## src/verilog/pip_types.sv

```systemverilog
package pip_types;

  // ALU opcodes as {opcode, funct} of the instruction word
  typedef enum logic [11:0] {
    OP_SLL    = 12'h000,
    OP_SRL    = 12'h002,
    OP_SRA    = 12'h003,
    OP_MOVZ   = 12'h00a,
    OP_MOVN   = 12'h00b,
    OP_ADD    = 12'h020,
    OP_SUB    = 12'h022,
    OP_AND    = 12'h024,
    OP_OR     = 12'h025,
    OP_XOR    = 12'h026,
    OP_NOR    = 12'h027,
    OP_LUI    = 12'h3c0,
    OP_MUL_LO = 12'h702,
    // SPECIAL3 group
    OP_EXT    = 12'h7c0,
    OP_INS    = 12'h7c4,
    OP_SEB    = 12'h7e0,
    OP_SEH    = 12'h7e1,
    // No instruction encoding, used by decode for moves
    OP_PASS_A = 12'hfe0,
    OP_PASS_B = 12'hfe1
  } alu_op_t;

  // HI/LO unit operations
  typedef enum logic [2:0] {
    OP_NONE = 3'd0,
    OP_MUL  = 3'd1,
    OP_MADD = 3'd2,
    OP_DIV  = 3'd3,
    OP_MTHI = 3'd4,
    OP_MTLO = 3'd5,
    OP_MFHI = 3'd6,
    OP_MFLO = 3'd7
  } muldiv_op_t;

  // Final result source
  typedef enum logic [1:0] {
    RES_ALU  = 2'd0,
    RES_SET  = 2'd1,
    RES_LINK = 2'd2
  } alu_res_t;

  // Branch conditions
  typedef enum logic [2:0] {
    COND_EQ  = 3'd0,
    COND_NE  = 3'd1,
    COND_GEZ = 3'd2,
    COND_GTZ = 3'd3,
    COND_LEZ = 3'd4,
    COND_LTZ = 3'd5
  } cond_t;

endpackage

```

## src/verilog/branch_unit.sv

```systemverilog
`timescale 1ns/1ps

module branch_unit (
  input  logic [31:0]      pc,
  input  logic [31:0]      imm,
  input  logic [31:0]      op_a,
  input  logic [31:0]      op_b_fwd,
  input  logic             jmp_inst,
  input  logic             branch_inst,
  input  pip_types::cond_t branch_cond,
  input  logic             stall,
  input  logic             branch_stall,
  output logic [31:0]      new_pc,
  output logic             new_pc_valid
);

  logic a_eqz;
  logic a_neg;
  logic cond_ok;

  assign a_eqz = (op_a == 32'd0);
  assign a_neg = op_a[31];

  // Compare against rt uses the forwarded value since op_b may hold the immediate
  always_comb begin
    case (branch_cond)
      pip_types::COND_EQ:  cond_ok = (op_a == op_b_fwd);
      pip_types::COND_NE:  cond_ok = (op_a != op_b_fwd);
      pip_types::COND_GEZ: cond_ok = !a_neg;
      pip_types::COND_GTZ: cond_ok = !a_neg && !a_eqz;
      pip_types::COND_LEZ: cond_ok = a_neg || a_eqz;
      pip_types::COND_LTZ: cond_ok = a_neg;
      default:             cond_ok = 1'b0;
    endcase
  end

  assign new_pc_valid = (jmp_inst || (branch_inst && cond_ok)) && !stall && !branch_stall;

  // Target already computed by decode
  assign new_pc = new_pc_valid ? imm : pc;

endmodule

```

## config.mk

```make
export PLATFORM = sky130hd
export DESIGN_NAME = branch_unit
export DESIGN_NICKNAME = d
export VERILOG_FILES = /design/src/verilog/pip_types.sv /design/src/verilog/branch_unit.sv
export SDC_FILE = /design/constraint.sdc
export NUM_CORES = 1
export LEC_CHECK = 0
export BUFFER_PORTS_ARGS = -buffer_cell sky130_fd_sc_hd__clkbuf_2
export CAP_MARGIN = 20
export CORE_AREA = 2 2 66 68
export DETAILED_ROUTE_END_ITERATION = 7
export DIE_AREA = 0 0 68 70
export PLACE_DENSITY = 0.82
export SKIP_LAST_GASP = 1
export SYNTH_ARGS = -nofsm -noshare
export SYNTH_HDL_FRONTEND = slang
export SYNTH_SLANG_ARGS = --single-unit
```

## constraint.sdc

```tcl
create_clock -name vclk -period 3.8
set_clock_uncertainty 0.1 [all_clocks]
set_input_delay 0 -clock vclk [all_inputs]
set_output_delay 0 -clock vclk [all_outputs]
set_load 0.1 [all_outputs]
```

Word-level counts from Yosys, hierarchy flattened:

Cells that the tools add are included.

* equality and inequality tests: 7
* multiplexer cells: 2
* reduce and logical (&&, ||, !) cells: 12

Operators by type and width (number)
* $eq 32x32->1: 1
* $logic_not 32->1: 1
* $mux 32: 1
* $ne 32x32->1: 1
* $eq 3x2->1 const B: 2
* $eq 3x3->1 const B: 2
* $pmux 1 s6: 1
* $logic_and 1x1->1: 4
* $logic_not 1->1: 4
* $eq 3x1->1 const B: 1
* $logic_not 3->1: 1
* $logic_or 1x1->1: 2

* register bits: 0
* logic and storage cells: 21

Depth between registers and ports, before layout:

* word-level depth: 9
* mapped depth: 7
* mapped depth without buffers: 6

Worst setup path after synthesis:

OpenSTA, ideal clock, no wires.

* path kind: input port to output port
* start: in op_a[24]
* end: out new_pc_valid
* arrival: 1.898 ns
* required time: 3.700 ns
* setup slack: 1.802 ns
* stages on the path: 7
* buffers on the path: 1
* cell sequence: nor4_2 -> nand4_1 -> or4_1 -> a31oi_1 -> nor3b_2 -> buf_6 -> inv_1

* longest elaborated chain between the ends: 8

Ends and longest elaborated chain
* start: declaration: line branch_unit.sv:6 `input logic [31:0] op_a,`
* $logic_not 32->1: line branch_unit.sv:21 `assign a_eqz = (op_a == 32'd0);`
* $logic_not 1->1: line branch_unit.sv:30 `pip_types::COND_GTZ: cond_ok = !a_neg && !a_eqz;`
* $logic_and 1x1->1: line branch_unit.sv:30
* $pmux 1 s6 *: line branch_unit.sv:26 `case (branch_cond)`
* $logic_and 1x1->1 *: line branch_unit.sv:37 `assign new_pc_valid = (jmp_inst || (branch_inst && cond_ok)) && !stall && !branch_stall;`
* $logic_or 1x1->1 *: line branch_unit.sv:37
* $logic_and 1x1->1 * (2 in series): line branch_unit.sv:37
* end: declaration: line branch_unit.sv:14 `output logic new_pc_valid`

Mark *: on every way between the ends. The rest lies on a longest branch, timed or not.

Worst setup path in the final report:

* start: in op_a[4]
* end: out new_pc[29]

* longest elaborated chain between the ends: 9

Ends and longest elaborated chain
* $logic_not 32->1: line branch_unit.sv:21
* $logic_not 1->1: line branch_unit.sv:30
* $logic_and 1x1->1: line branch_unit.sv:30
* $pmux 1 s6 *: line branch_unit.sv:26
* $logic_and 1x1->1 *: line branch_unit.sv:37
* $logic_or 1x1->1 *: line branch_unit.sv:37
* $logic_and 1x1->1 * (2 in series): line branch_unit.sv:37
* $mux 32 *: line branch_unit.sv:40 `assign new_pc = new_pc_valid ? imm : pc;`
* end: declaration: line branch_unit.sv:13 `output logic [31:0] new_pc,`

Marked as above.

==> impl_metrics.yaml <==
outcome:
  outcome: "finished clean"
cells_and_area:
  n_antenna_cell: 0
  seq_area_um2: 0
  final_cell_mix: "168 x clkbuf_2, 32 x xnor2_1, 29 x mux2_4, 10 x nand4_1, 6 x nor4_1"
  instances_no_fill: 322
  layout-drive-gt1-share: 0.763
  area_growth_pct: 85.5
  multi_input_area_um2: 997
  num-nets-final: 407
  num-clock-buffers: 0
  num-fill-cells: 400
  n_sequential_cell: 0
  layout_commonest_cell: "clkbuf_2"
  fin_area_mm2: 0.00192
critical_path:
  crit_type: "in2out"
  worstPathArrival_ns: 2.52
  path_delay_family: "buffers and inverters"
  cpMostUsedCell: "clkbuf_2"
  crit_chain: "clkbuf_2, xnor2_1, nand4_1, nor4_1, a21oi_1, nor3b_4, buf_4, mux2_2, clkbuf_2"
  end_kind: "output port"
  required_ns: 3.70
  cp.buffers_inverters: 3
  startpoint_type: "primary input"
  max_stage_delay_ns: 0.48
  path_max_fanout: 33
  crit_slowest_cell: "buf_4"
detailed_routing:
  num_vias: 1454
  m1WireLength_um: 1350
  vias_per_cell: 4.52
  ant_nets: 0
  wl_met2_um: 2040
  wl_met3_um: 446
  firstDrtPassIters: 2
  wirelength_um: 3920
  drc_errors: 0
  top_layer_used: "met4"
  drt_iter0_drc: 26
  wl_per_cell_um: 12.2
grt:
  grt_max_degree: 34
  antenna_found_initial: 0
  grt_usage: 0.147
  first_global_vias: 1329
  overflow: 0
  grt_first_pass_wirelength_um: 5580
placed_design:
  dp_hpwl_um: 3730
  gp_congestion: 0.732
  portBuffers: 168
  dp_cells: 322
  dpl_cell_area_mm2: 0.00192
floorplan:
  std_cell_rows: 24
  core_area_mm2: 0.00414
  die_h_um: 70
  die_width_um: 68
  ios: 168
  design.die.area_mm2: 0.00476
  initial_core_util: 0.250
sta:
  rsz0062_at_grt: "false"
  drv_slew: 0
  post-route-min-period_ns: 2.62
  worst_slew_pin_slew_ns: 0.552
  hold_violations: 0
  hold_slack_ns: 0.538
  max_freq_ghz: 0.381
  tns_ns: 0
  fin_crit_sh: 0.691
  slew_headroom: 0.632
  setup_viol: 0
power_and_ir_drop:
  p_sw_mw: 0.283
  total_power_mw: 0.417
  power_frac_seq: 0
  pwr-share-clk: 0
  p_comb_frac: 1.000
  peakVddDrop_v: 0.000119
  switching_share: 0.678
  cellLeakagePower_nw: 1.11
  intPower_mw: 0.134
  powerDensity_mw_per_mm2: 217
logic_synthesis:
  syn_area_mm2: 0.00104
  yosys_warnings: 0
  synth_cell_types: 19
  synth.avg_cell_area_um2: 9.96
  ys_seq_area_frac: 0
  netlist_instances: 104
  synthesis.nets: 239
job:
  cap_violations: 0
worst_hold_path:
  hp-class: "in2out"
clock_network:
  cts_hold_buf: 0
  postCtsSetupRepairBufs: 0
  cts_resized: 0
-- routing by layer --
metal | GRT usage | up-vias
met5 | 0 | -
met1 | 0.155 | 610
met4 | 0.0311 | 0
li1 | - | 733
met2 | 0.296 | 105
met3 | 0.0161 | 6
-- synthesized netlist by cell type (all sizes together), types with 2 or more instances --
master	count	area (µm²)
a31oi	2	12.5
nand4	10	62.6
or4	2	15.0
nor4	10	87.6
mux2	32	469
buf	3	33.8
inv	3	11.3
xnor2	32	280
nor3	2	10.0
-- final timing paths --
kind | end | cells past startpoint | from
worst min-delay path | new_pc[14] | 3 | imm[14]
worst max-delay path | new_pc[29] | 9 | op_a[4]
-- cells by family after synthesis --
family / Yosys count / share of synthesized area
XOR/XNOR: 32 / 0.271
multiplexers: 32 / 0.453
AND/OR/NAND/NOR: 28 / 0.197
AO/OA/AOI/OAI: 6 / 0.0362
buffers and inverters: 6 / 0.0435
-- area by class of cell --
class                      count  area share
inverter                       3     0.00586
multi-input combinational     98       0.519
tap                           52      0.0339
timing repair buffer         169       0.441
-- metrics by stage --
step           setup slack [ns]   util
4_1_cts                    1.14  0.464
6_report                   1.18  0.464
2_1_floorplan              1.80      -
3_5_place_dp               1.14  0.464
3_3_place_gp               1.19  0.464
5_1_grt                   0.947  0.464
-- power by group through the flow --
stage,clock network (mW),logic (mW),registers (mW)
final,0,0.417,0
after CTS,0,0.420,0
after floorplan,0,0.309,0
after global placement,0,0.416,0
after global routing,0,0.438,0
after detailed placement,0,0.419,0
Note: power is estimated with default switching activity, not from simulation.
