### src/verilog/operand_forward.sv
`timescale 1ns/1ps

module operand_forward (
  input  logic        clock,
  input  logic        reset_n,
  input  logic [31:0] a_val,
  input  logic [31:0] b_val,
  input  logic [31:0] result_from_ex_mem,
  input  logic [31:0] result_from_mem_wb,
  input  logic [4:0]  ex_mem_dest_reg,
  input  logic        ex_mem_dest_reg_valid,
  input  logic [4:0]  mem_wb_dest_reg,
  input  logic        mem_wb_dest_reg_valid,
  input  logic [4:0]  a_reg,
  input  logic        a_reg_valid,
  input  logic [4:0]  b_reg,
  input  logic        b_reg_valid,
  input  logic [31:0] imm,
  input  logic        imm_valid,
  input  logic        stall,
  output logic [31:0] op_a,
  output logic [31:0] op_b,
  output logic [31:0] op_b_fwd
);

  // Hit flags ordered {a_ex_mem, a_mem_wb, b_ex_mem, b_mem_wb}
  logic [3:0]  hit;
  logic [3:0]  hit_q;
  logic        stall_d1;
  logic        capture;
  logic [31:0] ex_mem_q;
  logic [31:0] mem_wb_q;

  // EX/MEM wins over MEM/WB
  function automatic logic [31:0] pick(input logic        hit_em,
                                       input logic        hit_mw,
                                       input logic [31:0] reg_val,
                                       input logic [31:0] em_val,
                                       input logic [31:0] mw_val);
    pick = hit_em ? em_val : (hit_mw ? mw_val : reg_val);
  endfunction

  assign hit[3] = a_reg_valid && ex_mem_dest_reg_valid && (a_reg == ex_mem_dest_reg);
  assign hit[2] = a_reg_valid && mem_wb_dest_reg_valid && (a_reg == mem_wb_dest_reg);
  assign hit[1] = b_reg_valid && ex_mem_dest_reg_valid && (b_reg == ex_mem_dest_reg);
  assign hit[0] = b_reg_valid && mem_wb_dest_reg_valid && (b_reg == mem_wb_dest_reg);

  assign capture = stall && !stall_d1;

  always_ff @(posedge clock or negedge reset_n) begin
    if (!reset_n) begin
      stall_d1 <= 1'b0;
      hit_q    <= '0;
    end else begin
      stall_d1 <= stall;
      if (capture)
        hit_q <= hit;
    end
  end

  // Later stages move on during a stall so keep what they held
  always_ff @(posedge clock) begin
    if (capture) begin
      ex_mem_q <= result_from_ex_mem;
      mem_wb_q <= result_from_mem_wb;
    end
  end

  assign op_a = stall_d1 ? pick(hit_q[3], hit_q[2], a_val, ex_mem_q, mem_wb_q)
                         : pick(hit[3], hit[2], a_val, result_from_ex_mem, result_from_mem_wb);

  assign op_b_fwd = stall_d1 ? pick(hit_q[1], hit_q[0], b_val, ex_mem_q, mem_wb_q)
                             : pick(hit[1], hit[0], b_val, result_from_ex_mem,
                                    result_from_mem_wb);

  assign op_b = imm_valid ? imm : op_b_fwd;

endmodule

### config.mk
export PLATFORM = sky130hd
export DESIGN_NAME = operand_forward
export DESIGN_NICKNAME = d
export VERILOG_FILES = /design/src/verilog/operand_forward.sv
export SDC_FILE = /design/constraint.sdc
export NUM_CORES = 1
export LEC_CHECK = 0
export ABC_AREA = 1
export BUFFER_PORTS_ARGS = -buffer_cell sky130_fd_sc_hd__buf_4
export CAP_MARGIN = 20
export CORE_MARGIN = 10
export CORE_UTILIZATION = 50
export CTS_CLUSTER_DIAMETER = 120
export DETAILED_ROUTE_END_ITERATION = 10
export PLACE_DENSITY_LB_ADDON = 0.05
export SLEW_MARGIN = 20
export SYNTH_ARGS = -nofsm -noshare
export SYNTH_HDL_FRONTEND = slang
export SYNTH_SLANG_ARGS = --single-unit
### constraint.sdc
create_clock -name clock -period 12.3 [get_ports clock]
set_input_delay 1.23 -clock clock [delete_from_list [all_inputs] [get_ports clock]]
set_output_delay 1.23 -clock clock [all_outputs]
set_load 0.03 [all_outputs]
After elaboration in Yosys (flattened, before gate mapping)
Index checks and enable logic that the tools add are counted.
Word-level totals
  word-level logic and storage cells: 29
  bits of input ports: 188
  output and inout port bits: 96
  flip-flop bits (word level): 69
Operators by class
  muxes and demuxes: 11
  equality and inequality tests: 4
  reduce and logical (&&, ||, !) cells: 10
Operators by type and width (number)
  32-bit two-way mux: 11
  5-bit == test: 4
  1-bit logical AND: 9
  1-bit logical NOT: 1

Logic depth before layout (Yosys ltp)
  depth in word-level cells: 6
  depth in mapped cells: 13
  mapped depth without buffers: 11

Worst setup path after synthesis
No wires, ideal clock.
  path type: in2reg
  from: in stall
  to: reg hit_q[0]
  setup time: 96 ps
  setup slack: 7399 ps
  path buffers: 0
  data arrival time: 4805 ps
  required time: 12204 ps
  cell stages on the path: 4
  path through: inv_1 nor2_1 inv_1 o21ai_0
Between the ends
  longest elaborated chain between the ends: 1
RTL lines
  from (decl): RTL line 20  | input logic stall,
  1-bit logical AND: RTL line 48  | assign capture = stall && !stall_d1;
  net capture: RTL line 30  | logic capture;
  to (signal assigned): RTL line 57  | hit_q <= hit;
  to (decl): RTL line 28  | logic [3:0] hit_q;
The timed path passes the listed nets, and every way through them passes these cells.
A chain may end at the register's enable or synchronous reset.

Worst setup path after layout
  from: in a_reg[3]
  to: out op_a[31]
Between the ends
  longest elaborated chain between the ends: 5
  elaborated cells between the ends (all ways): 7
  classes of those cells: eq/ne (2); mux (3); reduce/logical (2)
RTL lines
  from (decl): RTL line 14  | input logic [4:0] a_reg,
  5-bit == test: RTL line 44  | assign hit[2] = a_reg_valid && mem_wb_dest_reg_valid && (a_reg == mem_wb_dest_reg);
  1-bit logical AND: RTL line 44
  32-bit two-way mux: RTL line 40  | pick = hit_em ? em_val : (hit_mw ? mw_val : reg_val);
  32-bit two-way mux (*): RTL line 40
  32-bit two-way mux (*): RTL line 69  | assign op_a = stall_d1 ? pick(hit_q[3], hit_q[2], a_val, ex_mem_q, mem_wb_q)
  to (decl): RTL line 21  | output logic [31:0] op_a,
Mark *: on every way between the ends. The rest lies on a longest branch, timed or not.

==> out/results.tsv <==
stage	metric	value	unit
detailed_routing	viasPerCell	5.644	
setup_path	r2r_cells	5	
setup_path	cp-start-kind	primary input	
placed_design	post-place-cells	1438	
setup_path	reg2reg_to	hit_q[1]	
sta	fin_worst_skew	0.003503	ns
floorplanning	die_y	134.8	um
setup_path	ff2ff_setup_slack	9.69	ns
cts	cts-resized-gates	0	
global_routing	grt_overflow	0	
global_routing	grt_first_pass_wirelength	41.63	mm
power_and_ir_drop	peakVddDrop	0.05751	mV
detailed_routing	drcViolationCount	0	
setup_path	crit_top_cell	nand2_1	
detailed_routing	antenna_left	0	
final_layout	drive_above_1_share	0.2832	
final_layout	finalNonFillerCells	1454	
cts	cts_tree	done	
final_layout	fillCellCount	1200	
detailed_routing	vias	8206	
sta	finalHoldViolCount	0	
global_routing	antenna_found_initial	0	
setup_path	cp_cell_sequence	buf_4 -> inv_1 -> o22ai_1 -> nor2_4 -> nand3_2 -> nand2_1 -> nand3_1 -> nand2_1 -> nand2_1 -> buf_4	
setup_path	crit_path_max_fanout	33	
cts	clock-sinks	69	
synth	syn_avg_cell_area	6.243	um2
setup_path	path_delay_family	simple AND/OR/NAND/NOR gates	
floorplanning	start_util	0.5156	
detailed_routing	dr.pass1.iters	5	
cts	root_buffer	clkbuf_16	
floorplanning	coreArea	12770	um2
sta	grt_setup_unrepaired	no	
floorplanning	num_rows	41	
power_and_ir_drop	p_per_area	90.01	nW/um2
worst_hold_path	min-delay-start	hit_q[1]	
worst_hold_path	holdCritPathClass	register to register	
final_layout	area_growth	35.11	%
cts	htreeDepth	3	
detailed_routing	wl_per_cell	18.40	um
cts	hold_buffers	0	
cts	post_cts_buffers	0	
sta	fin_crit	5.149	ns
sta	finalSetupTns	0	ns
outcome	status	finished clean	
sta	slew_viol_final	0	
synth	yosysSeqAreaShare	0.3108	
sta	clock.fmax	194.2	MHz
final_layout	layout_commonest_cell	nand2_1	
setup_path	crit_path_max_incr_delay	0.96	ns
floorplanning	ioPinCount	284	
setup_path	cp-startpoint	a_reg[3]	
synth	synth_cell_types	26	
sta	fin_crit_sh	0.4187	
global_routing	groute.usage.overall	0.2807	
job	maxCapViolations	0	
synth	synth_nets	1243	
setup_path	cp.buffers_inverters	3	
cts	numCtsBuffers	9	
final_layout	diodes	0	
worst_hold_path	hold_end	hit_q[1]	
global_routing	grt_pass1_vias	7913	
final_layout	layout_common_cells	440 x nand2_1, 296 x buf_4, 126 x nand3_1, 118 x nor2_1	
placed_design	place_ws	7.248	ns
sta	worst_slack	7.151	ns
synth	postSynthCellCount	1055	
setup_path	critPathKind	primary input to output pin	
cts	cts_max_path_buffers	2	
placed_design	gp_congestion	0.8495	
placed_design	numPortBuffers	283	
floorplanning	die_area	18160	um2
synth	ys_warn_count	0	
setup_path	critPathArrivalTime	3.92	ns
setup_path	r2r-start	stall_d1	
power_and_ir_drop	p_leak	4.525	nW
final_layout	nNetsFinal	1465	
global_routing	grt_max_degree	101	
sta	tightest_slew	1.049	ns
cts	path_clk_slew	0.06	ns
sta	slew-limit-headroom	0.3006	
synth	syn_area	6586	um2
setup_path	cp.required	11.07	ns
synth	ys_seq_elements	69	
detailed_routing	drt_iter0_markers	829	
floorplanning	die-width	134.8	um
sta	finalSetupViolCount	0	
setup_path	slowest_stage	nand3_2	
setup_path	worstSetupEndpointType	output pin	
detailed_routing	wirelength	26.76	mm
worst_hold_path	holdPathStages	2	
placed_design	dp_hpwl	17.59	mm
cts	clock_latency	0.33	ns
[stage by stage]
step | hold WS, ns | instance area [um2] | total power, mW | utilization
2_1_floorplan | 0.4731 | 6586 | 0.4384 | -
3_3_place_gp | 0.4898 | 8628 | 0.5636 | 0.6755
3_5_place_dp | 0.5010 | 8628 | 0.5665 | 0.6755
4_1_cts | 0.5224 | 8896 | 0.8007 | 0.6964
5_1_grt | 0.5800 | 8899 | 0.8347 | 0.6966
6_report | 0.5309 | 8899 | 0.8009 | 0.6966
[worst max path at each step]
stage               endpoint  slack, ns  depth (start not counted)
global route         op_a[8]       6.99                         10
detailed placement   op_a[4]       7.25                         10
global placement    op_a[30]       7.32                         10
finish              op_a[31]       7.15                         10
floorplan           hit_q[0]       7.40                          4
CTS                 op_a[24]       7.20                         10
[synthesized netlist by cell type (all sizes together)]
master,count,share of area
a21oi,1,0.00076
buf,51,0.045
clkbuf,34,0.019
dfrtp,5,0.019
edfxtp,64,0.29
inv,29,0.017
nand2,451,0.26
nand3,130,0.10
nand4,64,0.061
nor2,145,0.094
nor3,2,0.0032
o211ai,64,0.073
o21ai,10,0.0076
o22ai,4,0.0038
xor2,1,0.0013
[layer usage]
| metal | up-vias | global-route usage | part of all wire |
|---|---|---|---|
| met5 | - | 0 | 0 |
| met4 | 0 | 0.09190 | 0.022 |
| met3 | 43 | 0.06714 | 0.11 |
| met2 | 534 | 0.4828 | 0.48 |
| met1 | 3638 | 0.3352 | 0.39 |
| li1 | 3991 | - | - |
[cell type report]
cell class / instances / area (um2) / area share
clock buffers: 9 / 225.2 / 0.02531
repair buffers: 296 / 2222 / 0.2497
flip-flops and latches: 69 / 2051 / 0.2305
clock inverters: 7 / 42.54 / 0.004781
multi-input cells: 872 / 4031 / 0.4530
inverters: 29 / 111.4 / 0.01251
well taps: 172 / 215.2 / 0.02418
[cell families (layout without fill, tap and decap cells)]
| family | count (synthesis) | after routing | share of synthesized area |
|---|---|---|---|
| compound gates | 79 | 79 | 0.08511 |
| flops | 69 | 69 | 0.3108 |
| simple gates | 792 | 792 | 0.5218 |
| xor+xnor | 1 | 1 | 0.001330 |
| buf+inv | 114 | 341 | 0.08093 |
[where the power goes]
part	total, mW	switching, mW	internal (mW)	leakage, nW
clock	0.237	0.102	0.135	0.127
sequential	0.274	0.00596	0.268	0.667
combinational	0.289	0.178	0.112	3.73
total	0.801	0.286	0.515	4.52
[flip-flops by register name, indices dropped and copies added, names as in the netlist]
signal    count
hit_q         4
ex_mem_q     32
mem_wb_q     32
stall_d1      1
[worst register-to-register path: stages, from the launching register on]
cell and delay, ns:
dfrtp_4 0.63, nor2_4 0.80, buf_4 0.58, inv_1 0.24
nand2_1 0.11, o21ai_0 0.09
Note: power is estimated with default switching activity, not from simulation.
